[src/verilog/mem_settings.svh]
`ifndef MEM_SETTINGS_SVH
`define MEM_SETTINGS_SVH

// Data path and address width
`define MEM_DATA_W 32

// Data RAM depth in 32-bit words
`define MEM_RAM_WORDS 256

// Extra access cycles before pready
`define MEM_WAIT_STATES 1

// Register file index width
`define MEM_REG_W 5

`endif

[src/verilog/mem_pkg.sv]
`include "mem_settings.svh"

package mem_pkg;

    typedef enum logic [1:0] {
        op_none  = 2'd0,
        op_load  = 2'd1,
        op_store = 2'd2
    } mem_op_e;

    typedef enum logic [1:0] {
        st_idle   = 2'd0,
        st_setup  = 2'd1,
        st_access = 2'd2
    } mem_state_e;

    typedef struct packed {
        mem_op_e                 op;
        logic                    reg_write;
        logic                    mem_to_reg;
        logic                    link;        // Write link_addr instead of result
        logic [`MEM_REG_W-1:0]   rd;
        logic [`MEM_DATA_W-1:0]  alu_result;  // Also the byte address
        logic [`MEM_DATA_W-1:0]  store_data;
        logic [`MEM_DATA_W-1:0]  link_addr;
    } ex_mem_t;

    typedef struct packed {
        logic                    reg_write;
        logic                    mem_to_reg;
        logic                    link;
        logic [`MEM_REG_W-1:0]   rd;
        logic [`MEM_DATA_W-1:0]  alu_result;
        logic [`MEM_DATA_W-1:0]  load_data;
        logic [`MEM_DATA_W-1:0]  link_addr;
        logic                    err;         // Slave error on the access
    } mem_wb_t;

    typedef struct packed {
        logic                    psel;
        logic                    penable;
        logic                    pwrite;
        logic [`MEM_DATA_W-1:0]  paddr;
        logic [`MEM_DATA_W-1:0]  pwdata;
    } apb_req_t;

    typedef struct packed {
        logic                    pready;
        logic [`MEM_DATA_W-1:0]  prdata;
        logic                    pslverr;
    } apb_rsp_t;

    typedef struct packed {
        logic                    we;
        logic [`MEM_REG_W-1:0]   rd;
        logic [`MEM_DATA_W-1:0]  data;
    } rf_write_t;

endpackage

[src/verilog/mem_stage.sv]
`timescale 1ns/1ps
`include "mem_settings.svh"

module mem_stage (
    input  logic              clk,
    input  logic              rst,
    input  mem_pkg::ex_mem_t  ex,
    input  logic              ex_valid,
    output logic              ex_ready,
    output mem_pkg::apb_req_t apb_req,
    input  mem_pkg::apb_rsp_t apb_rsp,
    output mem_pkg::mem_wb_t  mw,
    output logic              mw_valid,
    output logic              mem_done
);

    mem_pkg::mem_state_e      state;
    mem_pkg::ex_mem_t         ex_q;      // Instruction held for the APB transfer
    logic                     accept;
    logic                     is_mem;
    logic                     finish;
    logic [`MEM_DATA_W-1:0]   rd_data;

    function automatic mem_pkg::mem_wb_t make_mw(
        input mem_pkg::ex_mem_t       e,
        input logic [`MEM_DATA_W-1:0] ld,
        input logic                   err
    );
        mem_pkg::mem_wb_t r;
        r.reg_write  = e.reg_write;
        r.mem_to_reg = e.mem_to_reg;
        r.link       = e.link;
        r.rd         = e.rd;
        r.alu_result = e.alu_result;
        r.load_data  = ld;
        r.link_addr  = e.link_addr;
        r.err        = err;
        return r;
    endfunction

    assign ex_ready = (state == mem_pkg::st_idle);   // Busy through the whole APB transfer
    assign accept   = ex_valid && ex_ready;
    assign is_mem   = (ex.op == mem_pkg::op_load) || (ex.op == mem_pkg::op_store);
    assign finish   = (state == mem_pkg::st_access) && apb_rsp.pready;

    // Stores read back nothing useful
    assign rd_data  = (ex_q.op == mem_pkg::op_load) ? apb_rsp.prdata : '0;

    // Request comes straight from the held instruction, stable across the transfer
    assign apb_req.psel    = (state != mem_pkg::st_idle);
    assign apb_req.penable = (state == mem_pkg::st_access);
    assign apb_req.pwrite  = (ex_q.op == mem_pkg::op_store);
    assign apb_req.paddr   = ex_q.alu_result;
    assign apb_req.pwdata  = ex_q.store_data;

    always_ff @(posedge clk or posedge rst)
    begin
        if (rst)
        begin
            state    <= mem_pkg::st_idle;
            mw_valid <= 1'b0;
            mem_done <= 1'b0;
        end
        else
        begin
            mw_valid <= 1'b0;                // Single-cycle pulses
            mem_done <= 1'b0;
            case (state)
                mem_pkg::st_idle:
                begin
                    if (accept)
                    begin
                        if (is_mem)
                            state <= mem_pkg::st_setup;
                        else
                            mw_valid <= 1'b1;    // Bypass, straight to write-back
                    end
                end
                mem_pkg::st_setup:
                    state <= mem_pkg::st_access;
                mem_pkg::st_access:
                begin
                    if (apb_rsp.pready)
                    begin
                        state    <= mem_pkg::st_idle;
                        mw_valid <= 1'b1;
                        mem_done <= 1'b1;
                    end
                end
                default:
                    state <= mem_pkg::st_idle;
            endcase
        end
    end

    always_ff @(posedge clk)
    begin
        if (accept)
            ex_q <= ex;
        if (accept && !is_mem)
            mw <= make_mw(ex, '0, 1'b0);
        else if (finish)
            mw <= make_mw(ex_q, rd_data, apb_rsp.pslverr);
    end

endmodule

[config.mk]
export PLATFORM = sky130hd
export DESIGN_NAME = mem_stage
export DESIGN_NICKNAME = d
export VERILOG_FILES = /design/src/verilog/mem_pkg.sv /design/src/verilog/mem_stage.sv
export VERILOG_INCLUDE_DIRS = /design/src /design/src/verilog
export SDC_FILE = /design/constraint.sdc
export NUM_CORES = 1
export LEC_CHECK = 0
export BUFFER_PORTS_ARGS = -buffer_cell sky130_fd_sc_hd__buf_2
export CORE_ASPECT_RATIO = 2
export CORE_UTILIZATION = 44
export DETAILED_ROUTE_END_ITERATION = 7
export GPL_TIMING_DRIVEN = 0
export PLACE_DENSITY = 0.78
export SYNTH_ARGS = -nofsm -noshare
export SYNTH_HDL_FRONTEND = slang
export SYNTH_SLANG_ARGS = --single-unit
[constraint.sdc]
create_clock -name clk -period 3.6 [get_ports clk]
set_input_delay 0.72 -clock clk [delete_from_list [all_inputs] [get_ports clk]]
set_output_delay 0.72 -clock clk [all_outputs]
set_load 0.005 [all_outputs]
==> results by group <==
Synthesis
  • Post-synthesis cell area: about 0.0081 mm²
  • Top-count cell post-synth: edfxtp_1
  • Post-synthesis compound-gate area fraction: roughly 11%
  • Adder-Cell Fraction of Synth Area: 0%
  • Multiplexer share of the synthesized area: 0.139%
  • Syn_nets: 639
  • Asr flop ratio synth: between 1.5 and 2%
  • Synth top area share: between 60% and 70%
  • Distinct cell type count after synthesis: 25
  • Synth area leader: edfxtp_1
  • Area contributors post-synth: edfxtp_1 (66%), dfxtp_1 (8.2%), a22o_1 (7.8%), buf_4 (6.0%), a21oi_2 (3.3%)
  • Register area share after synthesis: ~76%
  • Synth cell count leaders: edfxtp_1 (178), a22o_1 (72), buf_4 (65)
  • Synth Area per Inst: ~16 µm²
  • Simple-Gate Fraction of Synth Area: about 4.6%
  • Yosys reg bits: between 200 and 250
  • Cell count after synthesis: 496
  • Synth Area in XOR/XNOR: 0.108%
  • Ys Warns: 0
  • Top FF cell, synth: edfxtp_1
  • Number of enable flip-flop cells after synthesis: between 150 and 200
  • Largest family of logic cells by synthesized area: compound AO/OA/AOI/OAI gates

Floorplan
  • Initial Util: approximately 45%
  • DIE WIDTH: between 90 and 100 µm
  • Die Y: slightly below 200 µm
  • I/O Pins: approximately 320
  • Core box area: ~0.018 mm²
  • Floorplan die area: between 0.015 and 0.02 mm²
  • Row cnt: just under 70

Place
  • Placed cell count: 1028
  • Port Buf Inserts: 317
  • Hpwl dp: 13.6 mm
  • Gpl congestion: approximately 0.85
  • Post-placement setup slack: ~0.8 ns

Drt
  • Drt first pass iters: 6
  • DRC: 46
  • Vias after detailed routing: approximately 5.3k
  • Vias per cell: approximately 5.0
  • ANT nets after route: 0
  • WL/cell: between 15 and 20 µm
  • Routed WL: between 15 and 20 mm
  • Iter 0 DRT Violations: 234

CTS
  • H-Tree Depth: 1
  • Post-cts sizing count: 0
  • CTS tree: done
  • Clk_lat worst skew: between 0.4 and 0.5 ns
  • Num Clock Sinks: 215
  • Reg clk slew, reported paths: around 0.07 ns
  • Post-CTS setup buffers: 0
  • Cts bufs inserted: 19
  • # hold bufs at CTS: 0
  • Maximum clock insertion buffer count: 3
  • Root buffer cell: clkbuf_16

Critical path
  • CP required: around 3.8 ns
  • CP Class: register to register
  • Reg2reg start: state[1]
  • Critical path arrival: approximately 2.5 ns
  • Critical path fanouts, max: 37
  • R2R Setup Slk: between 1 and 1.5 ns
  • CP Capture Type: register
  • Crit path launch type: register
  • Register-to-Register Path Depth: 6
  • Worst R2R End: mw[97]

Power
  • P per Cell Area: 578 mW/mm²
  • Sequential fraction of design power: ~51%
  • Clock power share: approximately 34%
  • Leak: between 4 and 5 nW
  • Sw Share: roughly a quarter
  • Switch Pwr: between 1 and 1.5 mW
  • Pint: around 4.7 mW
  • Tot Pwr: a little over 6 mW
  • Logic pwr share: between 10% and 20%
  • Worst IR drop on VDD: 393 µV

Global route
  • Number of global-route vias before repair: between 5k and 6k
  • Antenna violations before repair: 2
  • Total track usage: 19.5%
  • First-pass GRT wire length: between 20 and 30 mm
  • Residual overflow from global routing: 0
  • Largest net degree at the start of global routing: 65

STA
  • Final Hold Vio Count: 0
  • Worst-margin pin slew: between 0.6 and 0.7 ns
  • Minimum clock period: 2.31 ns
  • Slew HR: about three fifths
  • RSZ-0062 raised after global routing: false
  • Setup_tns: 0 ns
  • Final max-slew violation count: 0
  • Fin worst setup slack: 1.29 ns
  • Tcrit/Tclk final: roughly 64%
  • Fmax: between 0.4 and 0.5 GHz
  • Final setup fails: 0
  • Skew final: between 0.01 and 0.015 ns

Run status
  • Status: finished, violations left
  • Failing checks: DRC

Finish
  • Non-filler cells, final: between 1k and 1.5k
  • Layout cells sized above 1: a little over half
  • Syn-to-layout area delta: 31.4%
  • Fill cell count: approximately 1.4k
  • Nets: between 900 and 1k

Run
  • Maxcap violations: 0

Worst hold path
  • Min-Delay Path Class: primary input to async pin
==> critical path: stages, from the launching register on <==
cell and delay (ns):
dfrtp_1 0.44, nor2_2 0.23, and3_1 0.20, buf_6 0.14
buf_6 0.17, or2_4 0.48, buf_12 0.29
==> cells by family (layout without fill, tap and decap cells) <==
kind of cell              count (synthesis)  count (layout)
xor gates and xnor gates                  1               1
other                                     0               1
DFF                                     215             215
muxes                                     1               1
AOI/OAI and AO/OA                       105             105
buffers and inverters                    97             449
and+or+nand+nor                          77              77
==> registers in the layout, indices dropped and copies added (netlist names) <==
name      flops
mem_done      1
mw_valid      1
ex_q         42
mw          105
state         2
apb_req      64
==> area by class of cell <==
type / count / area [µm²] / area share, %
Antenna cell: 1 / 2.50 / 0.0236
Buffer: 94 / 663 / 6.25
Clock buffer: 21 / 483 / 4.55
Clock inverter: 12 / 144 / 1.36
Inverter: 3 / 13.8 / 0.130
Multi-Input combinational cell: 184 / 1300 / 12.3
Sequential cell: 215 / 6110 / 57.5
Tap cell: 213 / 267 / 2.51
Timing Repair Buffer: 319 / 1630 / 15.4
==> metrics by stage <==
step | utilization, % | instance area, µm² | hold slack, ns
after floorplan | - | 8080 | 0.448
after CTS | 59.4 | 10600 | 0.0975
after detailed placement | 55.9 | 9980 | 0.448
after global routing | 59.4 | 10600 | 0.120
after global placement | 55.6 | 9930 | 0.435
final | 59.4 | 10600 | 0.114
==> worst max-delay path by stage <==
stage / start / end / slack (ns) / cells after the start
after global placement: ex[105] / mw[79] / -0.92 / 6
after detailed placement: ex[105] / mw[80] / 0.79 / 7
after floorplan: ex[105] / mw[100] / 0.26 / 5
final: state[1] / mw[97] / 1.29 / 6
after global routing: state[1] / mw[97] / 1.15 / 6
after CTS: state[1] / mw[89] / 1.24 / 6
==> placed cells by master (no fill, tap or decap), types with 2 or more instances in the layout <==
cell type and n:
bufinv_16 3, dfrtp_1 4, a21oi_1 3, a22o_1 72, dfxtp_1 33, clkinv_2 2
clkinvlp_4 2, edfxtp_1 178, inv_1 2, nand2_1 34, buf_2 328, clkinv_1 3
clkbuf_1 13, buf_6 5, clkbuf_16 19, nand3_1 32, a21oi_2 30, nor2b_1 4
buf_4 65
==> layer usage <==
layer | GRT usage (%) | routed length (µm)
met4 | 8.36 | 736
met3 | 3.97 | 1440
met1 | 20.0 | 6270
met2 | 37.5 | 10100
met5 | 0 | 11
==> power by group through the flow <==
stage	registers [mW]	clock network (mW)	logic [mW]
5_1_grt	3.17	2.21	1.01
3_5_place_dp	3.20	0	0.942
2_1_floorplan	3.23	0	0.450
3_3_place_gp	3.21	0	0.895
6_report	3.15	2.07	0.924
4_1_cts	3.15	2.13	0.943
Power figures use the tool's default switching activity.
