===== src/verilog/mem_settings.svh =====
`ifndef MEM_SETTINGS_SVH
`define MEM_SETTINGS_SVH

// Data path and address width
`define MEM_DATA_W 32

// Data RAM depth in 32-bit words
`define MEM_RAM_WORDS 256

// Extra access cycles before pready
`define MEM_WAIT_STATES 1

// Register file index width
`define MEM_REG_W 5

`endif


===== src/verilog/mem_pkg.sv =====
`include "mem_settings.svh"

package mem_pkg;

    typedef enum logic [1:0] {
        op_none  = 2'd0,
        op_load  = 2'd1,
        op_store = 2'd2
    } mem_op_e;

    typedef enum logic [1:0] {
        st_idle   = 2'd0,
        st_setup  = 2'd1,
        st_access = 2'd2
    } mem_state_e;

    typedef struct packed {
        mem_op_e                 op;
        logic                    reg_write;
        logic                    mem_to_reg;
        logic                    link;        // Write link_addr instead of result
        logic [`MEM_REG_W-1:0]   rd;
        logic [`MEM_DATA_W-1:0]  alu_result;  // Also the byte address
        logic [`MEM_DATA_W-1:0]  store_data;
        logic [`MEM_DATA_W-1:0]  link_addr;
    } ex_mem_t;

    typedef struct packed {
        logic                    reg_write;
        logic                    mem_to_reg;
        logic                    link;
        logic [`MEM_REG_W-1:0]   rd;
        logic [`MEM_DATA_W-1:0]  alu_result;
        logic [`MEM_DATA_W-1:0]  load_data;
        logic [`MEM_DATA_W-1:0]  link_addr;
        logic                    err;         // Slave error on the access
    } mem_wb_t;

    typedef struct packed {
        logic                    psel;
        logic                    penable;
        logic                    pwrite;
        logic [`MEM_DATA_W-1:0]  paddr;
        logic [`MEM_DATA_W-1:0]  pwdata;
    } apb_req_t;

    typedef struct packed {
        logic                    pready;
        logic [`MEM_DATA_W-1:0]  prdata;
        logic                    pslverr;
    } apb_rsp_t;

    typedef struct packed {
        logic                    we;
        logic [`MEM_REG_W-1:0]   rd;
        logic [`MEM_DATA_W-1:0]  data;
    } rf_write_t;

endpackage


===== src/verilog/writeback_stage.sv =====
`timescale 1ns/1ps
`include "mem_settings.svh"

module writeback_stage (
    input  logic                clk,
    input  logic                rst,
    input  mem_pkg::mem_wb_t    mw,
    input  logic                mw_valid,
    output mem_pkg::rf_write_t  rf,
    output logic                mem_error
);

    logic                   we_q;
    logic [`MEM_REG_W-1:0]  rd_q;
    logic [`MEM_DATA_W-1:0] data_q;
    logic [`MEM_DATA_W-1:0] wb_data;
    logic                   wb_we;

    // Link wins over a load result
    always_comb
    begin
        if (mw.link)
            wb_data = mw.link_addr;
        else if (mw.mem_to_reg)
            wb_data = mw.load_data;
        else
            wb_data = mw.alu_result;
    end

    assign wb_we = mw_valid && mw.reg_write && !mw.err && (mw.rd != '0);   // r0 stays zero

    always_ff @(posedge clk or posedge rst)
    begin
        if (rst)
        begin
            we_q      <= 1'b0;
            mem_error <= 1'b0;
        end
        else
        begin
            we_q      <= wb_we;
            mem_error <= mw_valid && mw.err;
        end
    end

    always_ff @(posedge clk)
    begin
        if (mw_valid)
        begin
            rd_q   <= mw.rd;
            data_q <= wb_data;
        end
    end

    assign rf.we   = we_q;
    assign rf.rd   = rd_q;
    assign rf.data = data_q;

endmodule

===== config.mk =====
export PLATFORM = sky130hd
export DESIGN_NAME = writeback_stage
export DESIGN_NICKNAME = d
export VERILOG_FILES = /design/src/verilog/mem_pkg.sv /design/src/verilog/writeback_stage.sv
export VERILOG_INCLUDE_DIRS = /design/src /design/src/verilog
export SDC_FILE = /design/constraint.sdc
export NUM_CORES = 1
export LEC_CHECK = 0
export CORE_MARGIN = 10
export CORE_UTILIZATION = 35
export DETAILED_ROUTE_END_ITERATION = 10
export DONT_BUFFER_PORTS = 1
export PLACE_DENSITY = 0.58
export SLEW_MARGIN = 20
export SYNTH_ARGS = -nofsm -noshare
export SYNTH_HDL_FRONTEND = slang
export SYNTH_SLANG_ARGS = --single-unit

===== constraint.sdc =====
create_clock -name clk -period 0.8 [get_ports clk]
set_input_delay 0.24 -clock clk [delete_from_list [all_inputs] [get_ports clk]]
set_output_delay 0.24 -clock clk [all_outputs]
set_load 0.03 [all_outputs]

==> metrics, run 1 <==
GR Layer Usage met1=10.6%; FF+latch area=1160 um2; I/O pins=147; Distinct cells, synth=17; H-tree levels=2; synth warn=0; TritonCTS Sinks=39; Mapped Cells=153; final hold slack=46.9 ps; area of the core=5200 um2; sequential fraction of the synthesis area=60.7%; Slew Viols, Final=0; CP Data Arrival Time=870 ps; slew margin rel.=78.7%; die width=94.0 um; Avg WL per Cell=23.4 um; initial core utilization=36.8%; syn_area_per_cell=12.5 um2; post-route clock period utilization=138%; # rows=26; min-delay src=mw[98]; syn_nets=261; Placer Congestion=0.676; Buf/Inv on CP=1; TritonCTS buffer count=5; Hold Crit Class=input pin to flip-flop; PortBufs=0; CP Class=flip-flop to primary output; final WL=5.20 mm; GR Util met3=4.72%; die height=94.0 um; area growth from synthesis to layout=8.50%; total track usage=11.1%; crit start category=flip-flop; Pre-Repair DR Iteration Count=4; maximum vdd drop=0.694 mV; crit-path leading delay family=flip-flops; crit path setup slack, layout=-306 ps; DRC errors left=0; instance count on the critical path=1; utilization after layout=39.9%; CP peak stage delay=420 ps; Worst Path Required=560 ps; #FFs+latches synth=39; Final Total Pwr=5.15 mW; number of fill cells in the layout=513; area of the multi-input gates=636 um2; CTS tree=done; LEAKAGE=0.792 nW; Reg clk slew, reported paths=80 ps; first-pass GRT wire length=7.58 mm; antenna-violating nets left=0; Slowest-stage cell, CP=edfxtp_1; Cell Pwr Density=2480 nW/um2; Root Buffer=clkbuf_8; GRT Max-Usage Layer=met2; CP Capture Type=primary output; hold depth=0; Max FO, Critical Path=1; layout cells sized above 1=9.21%; dpl hpwl=4.16 mm; vias in the first global route=1,303; vias after detailed routing=1,177; Max Cap Viol=0; fin crit period=1110 ps; ANT cells=0; final hold vios=0; critical-path cell list=buf_12; f_max=904 MHz; met2 Resource Use GR=20.4%; initial DRC count=48; Longest Clk Path Bufs=2; Synth Cell Area=1910 um2; Final Net Count=259; status=finished, violations left; vias per std cell=5.30; die area=8830 um2; GR Overflow Total=0; Worst Tran Pin Value=319 ps; largest net degree at the start of global routing=65; RSZ-0062 raised after global routing=true; setup violators final=39; crit path from=data_q[31]; failing checks=negative setup slack; initial antenna violation count=0
==> cell families after synthesis <==
| family | share of synthesized area [%] |
|---|---|
| AND/OR/NAND/NOR | 7.45 |
| multiplexers | 16.7 |
| AO/OA/AOI/OAI | 9.02 |
| buffers and inverters | 6.14 |
| flip-flops | 60.7 |
==> layout by cell type (no fill, tap or decap), types with 2 or more instances in the layout <==
| master | n |
|---|---|
| o21ai_1 | 28 |
| clkbuf_8 | 5 |
| edfxtp_1 | 37 |
| mux2i_1 | 32 |
| dfrtp_2 | 2 |
| o21ai_2 | 2 |
| buf_12 | 2 |
| nand2_1 | 32 |
| o21ai_0 | 2 |
| bufinv_16 | 2 |
==> cell type report <==
cell class / instances / share of cell area (%)
Tap cell: 70 / 4.22
Clock buffer: 5 / 3.31
Sequential cell: 39 / 56.0
Clock inverter: 3 / 3.25
Timing Repair Buffer: 3 / 2.41
Multi-Input combinational cell: 101 / 30.6
Inverter: 1 / 0.181
==> metrics by stage <==
step / TNS (ps) / area [um2] / setup WS [ps] / cells
after floorplan: -4850 / 1940 / -181 / 153
after global placement: -17.0 / 1930 / -17.0 / 213
after detailed placement: -76.2 / 1930 / -52.4 / 213
after CTS: -10760 / 2080 / -326 / 222
after global routing: -11190 / 2080 / -336 / 222
final: -10030 / 2080 / -306 / 222
==> synth_stat cells, drive strengths merged <==
master	n	area [um2]
nor2	1	3.75
and2	1	6.26
nand3b	1	7.51
buf	12	114
mux2i	32	320
dfrtp	2	50.1
nand2	32	120
o21ai	32	168
inv	1	3.75
edfxtp	37	1110
a21oi	1	5.00
nor3	1	5.00
==> state kept, by name, summed over array words and instances, names as in the netlist <==
| signal | cells |
|---|---|
| we_q | 1 |
| rd_q | 5 |
| mem_error | 1 |
| data_q | 32 |
==> worst paths after layout <==
path,end
min in group asynchronous,mem_error
worst min-delay path,rd_q[1]
max in group asynchronous,we_q
worst max-delay path,rf[31]
==> metal layers <==
metal  vias up  share of wire, %
met4         0               1.1
met5         -                 0
met3         6                10
met2        75                55
met1       550                33
li1        546                 -
==> power by group <==
| group | total (mW) | switching (mW) | internal, mW |
|---|---|---|---|
| Combinational | 0.302 | 0.122 | 0.180 |
| Sequential | 2.92 | 0.442 | 2.48 |
| Clock | 1.93 | 0.686 | 1.24 |
==> what timing repair did <==
action                                  in CTS  in global routing
endpoints found under the setup margin      39                 39
resized for setup                            2                  0
hold buffers                                 1                  0
setup buffers                                0                  0
endpoints found under the hold margin        2                  0
cloned                                       0                  0
No activity file was read; power rests on OpenSTA's default activity.
==> inputs of run 2 (changes only) <==
Settings changed: ABC_AREA set to 1.
==> metrics, run 2 <==
Worst Tran Pin Value=338 ps; initial core utilization=36.1%; crit start category=flip-flop; Slew Viols, Final=0; layout cells sized above 1=4.35%; initial DRC count=80; Hold Crit Class=input pin to flip-flop; Distinct cells, synth=12; Root Buffer=clkbuf_8; Avg WL per Cell=18.3 um; commonest non-fill, non-tap cell in the layout=nand2_1; final WL=6.00 mm; crit path from=data_q[9]; ANT cells=0; slew margin rel.=77.4%; critical-path cell list=buf_12; status=finished, violations left; I/O pins=147; antenna-violating nets left=0; max FFs per register=32; total track usage=11.8%; area growth from synthesis to layout=5.47%; CP Capture Type=primary output; Primary FF master, synth=edfxtp_1; CTS tree=done; EDFF count, synth=37; Synth top area share=51.7%; die width=98.4 um; final hold vios=0; crit-path leading delay family=flip-flops; vias after detailed routing=1,585; GR Overflow Total=0; register bank with the most flops=data_q; die height=98.4 um; post-route clock period utilization=139%; H-tree levels=2; Placement Setup Slack=-266 ps; syn_nets=366; Synth top cells by count=99 x nand2_1, 37 x edfxtp_1, 36 x inv_1; Reg clk slew, reported paths=70 ps; Cell Pwr Density=2050 nW/um2; LEAKAGE=1.05 nW; sequential fraction of the synthesis area=54.0%; Placer Congestion=0.808; Max FO, Critical Path=1; Longest Clk Path Bufs=2; largest registers=data_q (32), rd_q (5); dpl hpwl=4.51 mm; area of the core=5960 um2; Post-Layout Cell Count=328; crit path to=rf[9]; Max Cap Viol=0; Worst Path Required=560 ps; Final Net Count=360; Pre-Repair DR Iteration Count=4; die area=9680 um2; Synth Cell Area=2150 um2; largest net degree at the start of global routing=65; #FFs+latches synth=39; initial antenna violation count=0; Inst Count DP=319; TritonCTS Sinks=39; setup violators final=39; CP Class=flip-flop to primary output; CP peak stage delay=420 ps; TritonCTS buffer count=5; post-synth top area cell=edfxtp_1; f_max=901 MHz; synth warn=0; failing checks=negative setup slack; Async S/R FF share, synth=5.13%; Mapped Cells=258; top-count cell post-synth=nand2_1; # rows=28; Buf/Inv on CP=1; Post-CTS Repair Setup Buffers=0; instance count on the critical path=1; PortBufs=0; Synth area leaders=edfxtp_1 52%, nand2_1 17%, nand3_1 7.7%; fin crit period=1110 ps; RSZ-0062 raised after global routing=true; most frequent cells in the layout=99 x nand2_1, 37 x edfxtp_1, 36 x inv_1, 33 x nand3_1, 20 x or2_0; first-pass GRT wire length=9.24 mm; syn_area_per_cell=8.34 um2; Slowest-stage cell, CP=edfxtp_1; maximum vdd drop=0.810 mV; CP Data Arrival Time=870 ps; crit path setup slack, layout=-310 ps; vias per std cell=4.83; vias in the first global route=1,686; DRC errors left=0
-- run 2: where the power goes --
| part | internal [mW] | total [mW] | leakage (nW) | switching, mW |
|---|---|---|---|---|
| clock network | 0.696 | 1.36 | 0.0482 | 0.666 |
| logic | 0.171 | 0.356 | 0.620 | 0.186 |
| registers | 2.48 | 2.93 | 0.385 | 0.453 |
-- run 2: worst min path at each step --
stage            start   endpoint  slack, ps  cells after the start
5_1_grt        mw[101]    rd_q[4]         20                      0
2_1_floorplan      rst  mem_error        -20                      1
3_3_place_gp       rst  mem_error        -10                      1
4_1_cts         mw[98]    rd_q[1]         40                      0
6_report       mw[101]    rd_q[4]         50                      0
3_5_place_dp       rst  mem_error         -4                      1
-- run 2: cells by family (layout without fill, tap and decap cells) --
group / after synthesis / count (layout) / synth area share, %
and+or+nand+nor: 167 / 167 / 34.8
DFF: 39 / 39 / 54.0
buffers and inverters: 52 / 47 / 11.2
-- run 2: layout make-up --
class / count / area (um2)
inverter: 37 / 141
clock buffer: 7 / 86.3
sequential: 39 / 1160
fill: 610 / 3690
multi-input combinational: 167 / 748
tap: 75 / 93.8
timing repair buffer: 2 / 30.0
clock inverter: 1 / 5.00
-- run 2: stage by stage --
step | area (um2) | util [%] | power, mW | TNS (ps) | hold slack [ps]
final | 2270 | 38.1 | 4.65 | -9960 | 50.2
after global routing | 2270 | 38.1 | 4.90 | -11270 | 24.4
after CTS | 2270 | 38.0 | 4.73 | -10650 | 38.7
after detailed placement | 2160 | 36.3 | 3.34 | -7210 | -3.82
after global placement | 2160 | 36.3 | 3.33 | -6840 | -13.7
after floorplan | 2160 | - | 3.30 | -6150 | -18.8
-- run 2: repair_timing --
| item | in CTS | in global routing |
|---|---|---|
| endpoints found under the hold margin | 2 | 0 |
| gates resized for setup | 2 | 2 |
| setup endpoints to repair | 39 | 52 |
| hold buffers | 1 | 0 |
-- run 2: routing by layer --
metal	part of all wire (%)	vias up	wire, um	track usage, %
li1	-	779	-	-
met1	38	683	2280	12.7
met2	47	111	2820	19.2
met3	13	12	781	5.99
met4	1.9	0	114	4.52
met5	0	-	0	0
